[src/mem_stage_pkg.sv]
`default_nettype none

package mem_stage_pkg;

    localparam int data_w = 32;   // memory word and operand width
    localparam int lit_w = 6;     // literal field of an operand selector

    typedef enum logic [1:0] {
        size_byte  = 2'd0,
        size_word  = 2'd1,
        size_dword = 2'd2
    } opsize_t;

    // the fourth kind code is left undefined and decodes to zero
    typedef enum logic [1:0] {
        kind_reg = 2'd0,
        kind_mem = 2'd1,
        kind_imm = 2'd2
    } op_kind_t;

    // register form: slot 3 is the kind, slots 2 and 1 are unused, slot 0 is the index
    // literal form: bits 7 and 6 are the kind, bits 5 to 0 are the literal
    typedef union packed {
        logic [3:0][1:0] reg_form;
        logic [7:0]      imm_form;
    } op_sel_u;

    function automatic op_kind_t sel_kind(input op_sel_u sel);
        return op_kind_t'(sel.reg_form[3]);   // same two bits in both forms
    endfunction

    function automatic logic [data_w-1:0] sel_literal(input op_sel_u sel);
        return data_w'(sel.imm_form[lit_w-1:0]);   // zero extended
    endfunction

    function automatic logic [2:0] size_step(input opsize_t size);
        logic [2:0] step;
        case (size)
            size_byte:  step = 3'd1;
            size_word:  step = 3'd2;
            size_dword: step = 3'd4;
            default:    step = 3'd4;   // treat the unused code as a dword
        endcase
        return step;
    endfunction

endpackage

`default_nettype wire

[src/mem_req_if.sv]
`timescale 1ns/10ps
`default_nettype none

interface mem_req_if
    import mem_stage_pkg::*;
#(
    parameter int ADDR_W = 16
) ();

    logic              req_valid;
    logic [ADDR_W-1:0] req_addr;    // byte address of the read
    logic [ADDR_W-1:0] req_tag;     // destination address, returned unchanged
    logic              busy;
    logic              resp_valid;
    logic [data_w-1:0] resp_data;
    logic [ADDR_W-1:0] resp_tag;

    modport walker (
        output req_valid, req_addr, req_tag,
        input  busy, resp_valid
    );

    modport cache (
        input  req_valid, req_addr, req_tag,
        output busy, resp_valid, resp_data, resp_tag
    );

endinterface

`default_nettype wire

[src/rep_walker.sv]
`timescale 1ns/10ps
`default_nettype none

module rep_walker
    import mem_stage_pkg::*;
#(
    parameter int ADDR_W = 16
) (
    input  wire logic              clk_i,
    input  wire logic              rst_n_i,
    input  wire logic              valid_i,
    input  wire logic              is_rep_i,
    input  wire logic              dir_dec_i,
    input  wire opsize_t           size_i,
    input  wire logic [15:0]       count_i,
    input  wire logic [ADDR_W-1:0] addr1_i,
    input  wire logic [ADDR_W-1:0] addr2_i,
    input  wire op_sel_u           op1_sel_i,
    input  wire op_sel_u           op2_sel_i,
    mem_req_if.walker              mem,
    output logic                   stall_o,
    output op_sel_u                op1_sel_o,
    output op_sel_u                op2_sel_o
);

    logic [15:0]       cnt_q;
    logic [ADDR_W-1:0] src_q;
    logic [ADDR_W-1:0] dst_q;
    logic [2:0]        step_q;
    logic              dec_q;
    logic              start;
    logic              accept;
    logic [ADDR_W-1:0] delta;

    assign start  = valid_i && !stall_o;             // new instruction only while idle
    assign accept = mem.req_valid && !mem.busy;
    assign delta  = ADDR_W'(step_q);

    // the instruction stays in the stage until every read has been answered
    assign stall_o = (cnt_q != 16'd0) || mem.busy || mem.resp_valid;

    assign mem.req_valid = cnt_q != 16'd0;
    assign mem.req_addr  = src_q;
    assign mem.req_tag   = dst_q;

    always_ff @(posedge clk_i or negedge rst_n_i) begin
        if (!rst_n_i) begin
            cnt_q <= 16'd0;
        end else if (start) begin
            cnt_q <= is_rep_i ? count_i : 16'd1;   // a plain read is one iteration
        end else if (accept) begin
            cnt_q <= cnt_q - 16'd1;
        end
    end

    always_ff @(posedge clk_i) begin
        if (start) begin
            src_q     <= addr1_i;
            dst_q     <= addr2_i;
            step_q    <= size_step(size_i);
            dec_q     <= dir_dec_i;
            op1_sel_o <= op1_sel_i;
            op2_sel_o <= op2_sel_i;
        end else if (accept) begin
            src_q <= dec_q ? src_q - delta : src_q + delta;
            dst_q <= dec_q ? dst_q - delta : dst_q + delta;
        end
    end

endmodule

`default_nettype wire

[src/dcache_lite.sv]
`timescale 1ns/10ps
`default_nettype none

module dcache_lite
    import mem_stage_pkg::*;
#(
    parameter int ADDR_W = 16,
    parameter int LINES  = 8
) (
    input  wire logic              clk_i,
    input  wire logic              rst_n_i,
    mem_req_if.cache               mem,
    output logic                   fill_req_o,
    output logic [ADDR_W-1:0]      fill_addr_o,
    input  wire logic              fill_valid_i,
    input  wire logic [data_w-1:0] fill_data_i
);

    localparam int WORD_W = ADDR_W - 2;        // 32-bit word address
    localparam int IDX_W  = $clog2(LINES);
    localparam int TAG_W  = WORD_W - IDX_W;

    logic [data_w-1:0] data_mem [LINES];
    logic [TAG_W-1:0]  tag_mem  [LINES];
    logic [LINES-1:0]  valid_q;

    logic              busy_q;
    logic              fill_req_q;
    logic              resp_valid_q;
    logic [data_w-1:0] resp_data_q;
    logic [ADDR_W-1:0] resp_tag_q;
    logic [WORD_W-1:0] miss_word_q;
    logic [ADDR_W-1:0] miss_tag_q;

    logic [WORD_W-1:0] req_word;
    logic [IDX_W-1:0]  req_idx;
    logic [TAG_W-1:0]  req_line_tag;
    logic [IDX_W-1:0]  miss_idx;
    logic [TAG_W-1:0]  miss_line_tag;
    logic              accept;
    logic              hit;
    logic              fill_done;

    assign req_word      = mem.req_addr[ADDR_W-1:2];
    assign req_idx       = req_word[IDX_W-1:0];
    assign req_line_tag  = req_word[WORD_W-1:IDX_W];
    assign miss_idx      = miss_word_q[IDX_W-1:0];
    assign miss_line_tag = miss_word_q[WORD_W-1:IDX_W];

    assign accept    = mem.req_valid && !busy_q;
    assign hit       = valid_q[req_idx] && (tag_mem[req_idx] == req_line_tag);
    assign fill_done = busy_q && fill_valid_i;   // only one fill is ever outstanding

    assign mem.busy       = busy_q;
    assign mem.resp_valid = resp_valid_q;
    assign mem.resp_data  = resp_data_q;
    assign mem.resp_tag   = resp_tag_q;

    assign fill_req_o  = fill_req_q;
    assign fill_addr_o = {miss_word_q, 2'b00};

    always_ff @(posedge clk_i or negedge rst_n_i) begin
        if (!rst_n_i) begin
            valid_q      <= '0;
            busy_q       <= 1'b0;
            fill_req_q   <= 1'b0;
            resp_valid_q <= 1'b0;
        end else begin
            fill_req_q   <= accept && !hit;   // single cycle pulse per miss
            resp_valid_q <= (accept && hit) || fill_done;
            if (accept && !hit) begin
                busy_q <= 1'b1;
            end else if (fill_done) begin
                busy_q <= 1'b0;
            end
            if (fill_done) begin
                valid_q[miss_idx] <= 1'b1;
            end
        end
    end

    always_ff @(posedge clk_i) begin
        if (accept && !hit) begin
            miss_word_q <= req_word;
            miss_tag_q  <= mem.req_tag;
        end
        if (accept && hit) begin
            resp_data_q <= data_mem[req_idx];
            resp_tag_q  <= mem.req_tag;
        end else if (fill_done) begin
            resp_data_q        <= fill_data_i;   // answer straight from the fill
            resp_tag_q         <= miss_tag_q;
            data_mem[miss_idx] <= fill_data_i;
            tag_mem[miss_idx]  <= miss_line_tag;
        end
    end

endmodule

`default_nettype wire

[src/opswap.sv]
`timescale 1ns/10ps
`default_nettype none

module opswap
    import mem_stage_pkg::*;
#(
    parameter int ADDR_W = 16
) (
    input  wire logic              clk_i,
    input  wire logic              rst_n_i,
    input  wire op_sel_u           op1_sel_i,
    input  wire op_sel_u           op2_sel_i,
    input  wire logic [data_w-1:0] reg0_i,
    input  wire logic [data_w-1:0] reg1_i,
    input  wire logic [data_w-1:0] reg2_i,
    input  wire logic [data_w-1:0] reg3_i,
    input  wire logic              mem_valid_i,
    input  wire logic [data_w-1:0] mem_data_i,
    input  wire logic [ADDR_W-1:0] mem_tag_i,
    output logic                   valid_o,
    output logic [data_w-1:0]      op1_o,
    output logic [data_w-1:0]      op2_o,
    output logic [ADDR_W-1:0]      dest_addr_o
);

    logic [3:0][data_w-1:0] reg_file;
    logic [data_w-1:0]      op1_next;
    logic [data_w-1:0]      op2_next;

    function automatic logic [data_w-1:0] pick_operand(
        input op_sel_u                sel,
        input logic [3:0][data_w-1:0] regs,
        input logic [data_w-1:0]      mem_word
    );
        logic [data_w-1:0] val;
        case (sel_kind(sel))
            kind_reg: val = regs[sel.reg_form[0]];
            kind_mem: val = mem_word;
            kind_imm: val = sel_literal(sel);
            default:  val = '0;   // kind 3 has no source
        endcase
        return val;
    endfunction

    assign reg_file = {reg3_i, reg2_i, reg1_i, reg0_i};
    assign op1_next = pick_operand(op1_sel_i, reg_file, mem_data_i);
    assign op2_next = pick_operand(op2_sel_i, reg_file, mem_data_i);

    always_ff @(posedge clk_i or negedge rst_n_i) begin
        if (!rst_n_i) begin
            valid_o <= 1'b0;
        end else begin
            valid_o <= mem_valid_i;   // one result per memory response
        end
    end

    always_ff @(posedge clk_i) begin
        if (mem_valid_i) begin
            op1_o       <= op1_next;
            op2_o       <= op2_next;
            dest_addr_o <= mem_tag_i;
        end
    end

endmodule

`default_nettype wire

[src/mem_stage.sv]
`timescale 1ns/10ps
`default_nettype none

module mem_stage
    import mem_stage_pkg::*;
#(
    parameter int ADDR_W = 16,
    parameter int LINES  = 8
) (
    input  wire logic              clk_i,
    input  wire logic              rst_n_i,
    input  wire logic              valid_i,
    input  wire logic              is_rep_i,
    input  wire logic              dir_dec_i,
    input  wire opsize_t           size_i,
    input  wire logic [15:0]       count_i,
    input  wire logic [ADDR_W-1:0] addr1_i,
    input  wire logic [ADDR_W-1:0] addr2_i,
    input  wire op_sel_u           op1_sel_i,
    input  wire op_sel_u           op2_sel_i,
    input  wire logic [data_w-1:0] reg0_i,
    input  wire logic [data_w-1:0] reg1_i,
    input  wire logic [data_w-1:0] reg2_i,
    input  wire logic [data_w-1:0] reg3_i,
    input  wire logic              fill_valid_i,
    input  wire logic [data_w-1:0] fill_data_i,
    output logic                   stall_o,
    output logic                   valid_o,
    output logic [data_w-1:0]      op1_o,
    output logic [data_w-1:0]      op2_o,
    output logic [ADDR_W-1:0]      dest_addr_o,
    output logic                   fill_req_o,
    output logic [ADDR_W-1:0]      fill_addr_o
);

    mem_req_if #(.ADDR_W(ADDR_W)) req_bus ();

    op_sel_u op1_sel;   // held by the walker for the whole instruction
    op_sel_u op2_sel;

    rep_walker #(.ADDR_W(ADDR_W)) u_walker (
        .clk_i     (clk_i),
        .rst_n_i   (rst_n_i),
        .valid_i   (valid_i),
        .is_rep_i  (is_rep_i),
        .dir_dec_i (dir_dec_i),
        .size_i    (size_i),
        .count_i   (count_i),
        .addr1_i   (addr1_i),
        .addr2_i   (addr2_i),
        .op1_sel_i (op1_sel_i),
        .op2_sel_i (op2_sel_i),
        .mem       (req_bus),
        .stall_o   (stall_o),
        .op1_sel_o (op1_sel),
        .op2_sel_o (op2_sel)
    );

    dcache_lite #(.ADDR_W(ADDR_W), .LINES(LINES)) u_dcache (
        .clk_i        (clk_i),
        .rst_n_i      (rst_n_i),
        .mem          (req_bus),
        .fill_req_o   (fill_req_o),
        .fill_addr_o  (fill_addr_o),
        .fill_valid_i (fill_valid_i),
        .fill_data_i  (fill_data_i)
    );

    opswap #(.ADDR_W(ADDR_W)) u_opswap (
        .clk_i       (clk_i),
        .rst_n_i     (rst_n_i),
        .op1_sel_i   (op1_sel),
        .op2_sel_i   (op2_sel),
        .reg0_i      (reg0_i),
        .reg1_i      (reg1_i),
        .reg2_i      (reg2_i),
        .reg3_i      (reg3_i),
        .mem_valid_i (req_bus.resp_valid),
        .mem_data_i  (req_bus.resp_data),
        .mem_tag_i   (req_bus.resp_tag),
        .valid_o     (valid_o),
        .op1_o       (op1_o),
        .op2_o       (op2_o),
        .dest_addr_o (dest_addr_o)
    );

endmodule

`default_nettype wire

[config.mk]
export PLATFORM = sky130hd
export DESIGN_NAME = mem_stage
export DESIGN_NICKNAME = d
export VERILOG_FILES = /design/src/mem_stage_pkg.sv /design/src/mem_req_if.sv /design/src/rep_walker.sv /design/src/dcache_lite.sv /design/src/opswap.sv /design/src/mem_stage.sv
export SDC_FILE = /design/constraint.sdc
export NUM_CORES = 1
export LEC_CHECK = 0
export BUFFER_PORTS_ARGS = -buffer_cell sky130_fd_sc_hd__buf_4
export CELL_PAD_IN_SITES_DETAIL_PLACEMENT = 1
export CELL_PAD_IN_SITES_GLOBAL_PLACEMENT = 1
export CORE_MARGIN = 1
export CORE_UTILIZATION = 49
export DETAILED_ROUTE_END_ITERATION = 6
export MAX_ROUTING_LAYER = met4
export PLACE_DENSITY_LB_ADDON = 0.1
export REMOVE_ABC_BUFFERS = 1
export SYNTH_ARGS = -nofsm -noshare
export SYNTH_HDL_FRONTEND = slang
export SYNTH_SLANG_ARGS = --single-unit
[constraint.sdc]
create_clock -name clk_i -period 5.55 [get_ports clk_i]
set_input_delay 1.11 -clock clk_i [delete_from_list [all_inputs] [get_ports clk_i]]
set_output_delay 1.11 -clock clk_i [all_outputs]
set_load 0.03 [all_outputs]
==> run metrics, run 1 <==
Wirelength per Cell 26.7 um; Post-Route M1 WL 27.9 mm; root buffer cell clkbuf_16; non-filler cells, final 2,602; largest net degree at the start of global routing 50; arrival time of the worst setup path 4210 ps; port bufs 328; most frequent cells in the layout edfxtp_1, buf_4, mux4_2; total gr overflow 0; post-cts sizing count 0; Synth Cell Area 26,100 um2; die width 233 um; Top Metal Used met4; initial antenna violation count 7; part of the cycle the worst path needs 69.6%; cts bufs inserted 60; CP max FO 48; unrepaired setup endpoints after global routing false; CP most frequent cell buf_4; MaxCap Viol Count 0; residual DRC count 0; core area 52,600 um2; Cell Pwr Density 485 nW/um2; io pins 331; slowest CP cell dfxtp_4; clock-pin slew on the worst setup and hold paths 60 ps; Cell variety after synth 67; Die Span Y 233 um; Setup crit start kind flip-flop; Yosys top cell area share 63.7%; net count reported at finish 2,124; largest delay contributor family on the critical path buffers and inverters; Final Skew 18.3 ps; Clk Latency, worst-skew pair 610 ps; post-synthesis adder-cell area fraction 1.87%; fin util 60.0%; Synth async-reset ratio 4.79%; Hold Violations, Final 0; Leakage Power 11.4 nW; Yosys Warn Count 0; register bit total from synthesis 585; global placement routability congestion 0.877; Synth Instances 1,521; Starting DRT DRC Count 895; share of cells above drive strength 1 36.9%; antenna viol nets, final 0; CTS tree built; # hold bufs at CTS 0; post-CTS setup buffers 0; Max Slew Vio Count 0; total power 0.0153 W; sum of buffers and inverters on the critical path 2; CTS H-tree lvls 2; Setup violations, final 0; Final TNS setup 0 ps; status finished, final reports clean; Via density 5.91; CP Capture Type flip-flop; max frequency 259 MHz; Post-Synth XOR/XNOR Area 1.27%; register area share after synthesis 66.6%; Slew headroom 23.6%; vias in the first global route 16,700; first-pass GRT wire length 102 mm; full die area 54,200 um2; Synth Area in Compound Gates 4.32%; syn avg cell area 17.2 um2; P&R area growth vs syn 20.8%; area leader, netlist edfxtp_1; Detailed Route WL 69.5 mm; ys flop type edfxtp_1; minimum clock period 3860 ps; Setup CP Type reg2reg; EDFF count, synth 554; clock sinks 585; num rows 84; commonest non-fill, non-tap cell in the layout edfxtp_1; Post-DP HPWL 44.7 mm; Worst Tran Pin Value 1140 ps; top cells by area, synth edfxtp_1, mux4_2, mux2i_1; total number of vias 15,400; initial core utilization 49.7%; VDD IR max 0.000319 V; Crit path largest cell delay 880 ps; simple-gate share of the synthesized area 4.58%; Max clock buf depth 3; cells along the critical path buf_4 -> mux4_2 -> mux2i_1 -> xor2_1 -> nand4_1 -> nor3_4 -> buf_4 -> mux2_2; drt pass-1 iters 5; largest family of logic cells by synthesized area multiplexers; post-synthesis mux area share 19.5%; WL met3 4.10 mm; GRT Overall Usage 26.5%; Post-Place Cells 2,483; Hold Path Class in2async; Critical Path RT 5900 ps; metal2 WL 35.6 mm
## sequential cells by signal, summed over array words and instances, names as in the netlist, 8 cells and up, named ones only
name	count
u_walker.op2_sel_o	8
u_opswap.op2_o	32
u_opswap.dest_addr_o	16
u_walker.mem.req_tag	16
u_dcache.tag_mem	88
u_walker.cnt_q	16
u_dcache.mem.resp_tag	16
u_walker.op1_sel_o	8
u_dcache.miss_word_q	14
u_opswap.op1_o	32
u_dcache.valid_q	8
u_walker.mem.req_addr	16
u_dcache.data_mem	256
u_dcache.mem.resp_data	32
u_dcache.miss_tag_q	16
## per-stage QoR
| stage | hold slack [ps] | setup WS (ps) | instance area [um2] |
|---|---|---|---|
| floorplan | 400 | -2060 | 25700 |
| global placement | 404 | 1810 | 29400 |
| detailed placement | 410 | 1700 | 29400 |
| CTS | 410 | 1670 | 31500 |
| global route | 430 | 1510 | 31500 |
| finish | 415 | 1690 | 31500 |
## area by class of cell
class	count	area (um2)
fill	4752	21000
sequential	585	17400
multi-input combinational	832	8310
timing repair buffer	358	2700
clock buffer	69	1580
tap	688	861
clock inverter	43	573
inverter	20	75.1
antenna	7	17.5
## synthesized netlist by cell type, types with 8 or more instances
master,number
nor2_1,98
a21oi_1,44
nor3_1,10
xor2_1,17
buf_2,17
nand2_1,71
inv_1,19
clkbuf_1,40
a22oi_1,8
ha_1,35
nand2b_1,10
mux2_2,73
or2_2,13
buf_1,18
o21ai_0,47
mux2i_1,93
edfxtp_1,554
a21o_1,20
mux2_1,9
nand3_1,10
xnor2_1,21
mux4_2,144
nor2b_1,8
a211oi_1,10
dfrtp_1,28
## final timing paths
check | from | to | slack (ps) | cells after the start
max | flip-flop | u_dcache.mem.resp_tag[2]$_DFFE_PP_ | 1690 | 8
min | rst_n_i | u_walker.cnt_q[0]$_DFFE_PN0N_ | 410 | 1
max reg2reg | flip-flop | u_dcache.mem.resp_tag[2]$_DFFE_PP_ | 1690 | 8
min reg2reg | u_dcache.mem.resp_tag[12]$_DFFE_PP_ | u_opswap.dest_addr_o[12]$_DFFE_PP_ | 420 | 0
max in group asynchronous | rst_n_i | u_dcache.mem.resp_valid$_DFF_PN0_ | 4790 | 1
min in group clk_i | u_dcache.mem.resp_tag[12]$_DFFE_PP_ | u_opswap.dest_addr_o[12]$_DFFE_PP_ | 420 | 0
## power by group
group / internal (W) / switching [W]
sequential: 0.00597 / 0.000787
clock: 0.00268 / 0.00172
combinational: 0.00190 / 0.00224
## layer usage
metal / vias to the layer above / global-route usage (%)
met4: 0 / 8.74
met1: 8007 / 32.1
met2: 497 / 44.8
met3: 117 / 4.72
li1: 6763 / -
met5: - / -
## cells by family (layout without fill, tap and decap cells)
kind of cell    Yosys count  in the layout
xor+xnor                 38             38
simple gates            255            255
buf+inv                 105            490
mux                     319            319
other cells               1              9
fa+ha+maj                40             40
flops                   585            585
compound gates          178            178
Power figures use the tool's default switching activity.
==> run 2: changes to the inputs <==
==> constraint.sdc (replaced) <==
create_clock -name clk_i -period 3.7 [get_ports clk_i]
set_input_delay 0.74 -clock clk_i [delete_from_list [all_inputs] [get_ports clk_i]]
set_output_delay 0.74 -clock clk_i [all_outputs]
set_load 0.03 [all_outputs]
==> run metrics, run 2 (synthesis results as in run 1) <==
status finished, final reports clean; Max clock buf depth 3 (unchanged); Post-Route M1 WL 27.9 mm (-0.24%); Hold Violations, Final 0 (unchanged); arrival time of the worst setup path 3690 ps (-520 ps); max reg flops 256 (unchanged); Via density 5.84 (-1.3%); num rows 84 (unchanged); most frequent cells in the layout edfxtp_1, buf_4, mux4_2; worst setup path end u_dcache.mem.resp_data[15]$_DFFE_PP_; metal2 WL 35.8 mm (+0.54%); MaxCap Viol Count 0 (unchanged); # hold bufs at CTS 0 (unchanged); internal reg-to-reg setup slack 340 ps (-1350 ps); VDD IR max 0.000449 V (+41%); largest delay contributor family on the critical path simple AND/OR/NAND/NOR gates; post-CTS setup buffers 0 (unchanged); global placement routability congestion 0.840 (-4.3%); Reg with most FFs u_dcache.data_mem; Setup CP Type reg2reg; total gr overflow 0 (unchanged); Critical Path RT 4030 ps (-1870 ps); CTS H-tree lvls 2 (unchanged); first-pass GRT wire length 102 mm (-0.37%); Detailed Route WL 68.9 mm (-0.81%); worst setup path startpoint u_walker.cnt_q[0]$_DFFE_PN0N_; core area 52,600 um2 (unchanged); cts bufs inserted 58 (-3.3%); fin util 59.9% (-0.10 points); WL met3 3.72 mm (-9.3%); Placed Area 29,600 um2 (+0.83%); clock-pin slew on the worst setup and hold paths 60 ps (about the same); length in cells of the worst reg-to-reg path 10 (+2); CP most frequent cell buf_12; port bufs 328 (unchanged); R2R Path Start u_walker.cnt_q[0]$_DFFE_PN0N_; minimum clock period 3360 ps (-503 ps); root buffer cell clkbuf_16; io pins 331 (unchanged); largest net degree at the start of global routing 78 (+56%); initial core utilization 49.7% (unchanged); r2r endpoint u_dcache.mem.resp_data[15]$_DFFE_PP_; Hold Path Class in2async; non-filler cells, final 2,618 (+0.61%); CTS tree built; Setup crit start kind flip-flop; GRT Overall Usage 26.4% (-0.087 points); net count reported at finish 2,141 (+0.80%); total number of vias 15,300 (-0.65%); antenna viol nets, final 0 (unchanged); Final Cell Area 31,500 um2 (-0.17%); Top Registers u_dcache.data_mem x256, u_dcache.tag_mem x88; Max Slew Vio Count 0 (unchanged); clock sinks 585 (unchanged); share of cells above drive strength 1 36.8% (-0.060 points); Post-Place Cells 2,502 (+0.77%); CP Capture Type flip-flop; vias in the first global route 16,500 (-1.2%); Top Metal Used met4; post-cts sizing count 0 (unchanged); die width 233 um (unchanged); CP max FO 49 (+2.1%); Die Span Y 233 um (unchanged); Clk Latency, worst-skew pair 620 ps (about the same); commonest non-fill, non-tap cell in the layout edfxtp_1; Wirelength per Cell 26.3 um (-1.4%); Crit path depth 10 (+2); sum of buffers and inverters on the critical path 3 (+1); Starting DRT DRC Count 959 (+7.2%); Leakage Power 11.4 nW (-0.12%); Final Skew 23.2 ps (+4.82 ps); max frequency 298 MHz (+15%); Slew headroom 21.6% (-2.0 points); Cell Pwr Density 704 nW/um2 (+45%); drt pass-1 iters 5 (unchanged); Worst Tran Pin Value 1180 ps (+33.2 ps); Crit path largest cell delay 680 ps (-200 ps); initial antenna violation count 8 (+1); Post-DP HPWL 44.4 mm (-0.65%); part of the cycle the worst path needs 90.8% (+21 points); unrepaired setup endpoints after global routing false; P&R area growth vs syn 20.5%; Setup violations, final 0 (unchanged); residual DRC count 0 (unchanged); full die area 54,200 um2 (unchanged); cells along the critical path inv_1 -> ha_1 -> or4b_2 -> nor4_4 -> and3b_1 -> or2_2 -> nor3_4 -> buf_12 -> a21o_2 -> buf_12; slowest CP cell or4b_2
==> run 2: changes by cell type in the layout (fill, tap and decap cells not counted), moves of 2 or more <==
cell and delta:
diode_2 +2, buf_12 +8, buf_4 +11, clkinvlp_4 -5
clkbuf_1 +11, bufinv_16 -9, clkbuf_16 -2
==> run 2: layer usage <==
metal	up-vias	GRT usage [%]
met5	-	-
met4	0	7.78
met3	91	4.84
met2	443	45.1
met1	7967	31.9
li1	6783	-
==> run 2: how the worst min path moves through the flow <==
stage,from,end,slack [ps]
after floorplan,u_dcache.mem.resp_tag[0]$_DFFE_PP_,u_opswap.dest_addr_o[0]$_DFFE_PP_,400
after global placement,u_dcache.mem.resp_tag[9]$_DFFE_PP_,u_opswap.dest_addr_o[9]$_DFFE_PP_,400
after detailed placement,u_dcache.mem.resp_tag[14]$_DFFE_PP_,u_opswap.dest_addr_o[14]$_DFFE_PP_,410
after CTS,rst_n_i,u_walker.cnt_q[4]$_DFFE_PN0N_,40
after global routing,rst_n_i,u_walker.cnt_q[2]$_DFFE_PN0N_,70
final,rst_n_i,u_walker.cnt_q[2]$_DFFE_PN0N_,50
==> run 2: area by class of cell <==
type | count | area [um2]
tap | 688 | 861
sequential | 585 | 17400
clock inverter | 28 | 265
multi-input combinational | 832 | 8310
antenna | 9 | 22.5
timing repair buffer | 377 | 2940
inverter | 20 | 75.1
clock buffer | 79 | 1580
fill | 4781 | 21100
==> run 2: worst reg2reg max path, stage by stage (launching register included) <==
cell and delay, ps:
dfrtp_1 410, inv_1 70, ha_1 180, or4b_2 680, nor4_4 310, and3b_1 290, or2_2 350, nor3_4 120
buf_12 190, a21o_2 230, buf_12 220
==> run 2: metrics by stage <==
stage	TNS [ps]	worst slack, ps	hold slack, ps	total power (W)
after floorplan	-485770	-3910	400	0.0143
after global placement	0	438	405	0.0162
after detailed placement	0	349	409	0.0165
after CTS	0	336	35.6	0.0224
after global routing	0	17.8	67.1	0.0232
final	0	341	47.8	0.0222
==> run 2: where the power goes <==
group,switching (W),total [W],internal [W]
registers,0.000914,0.00987,0.00896
clock network,0.00246,0.00579,0.00333
logic,0.00356,0.00649,0.00293
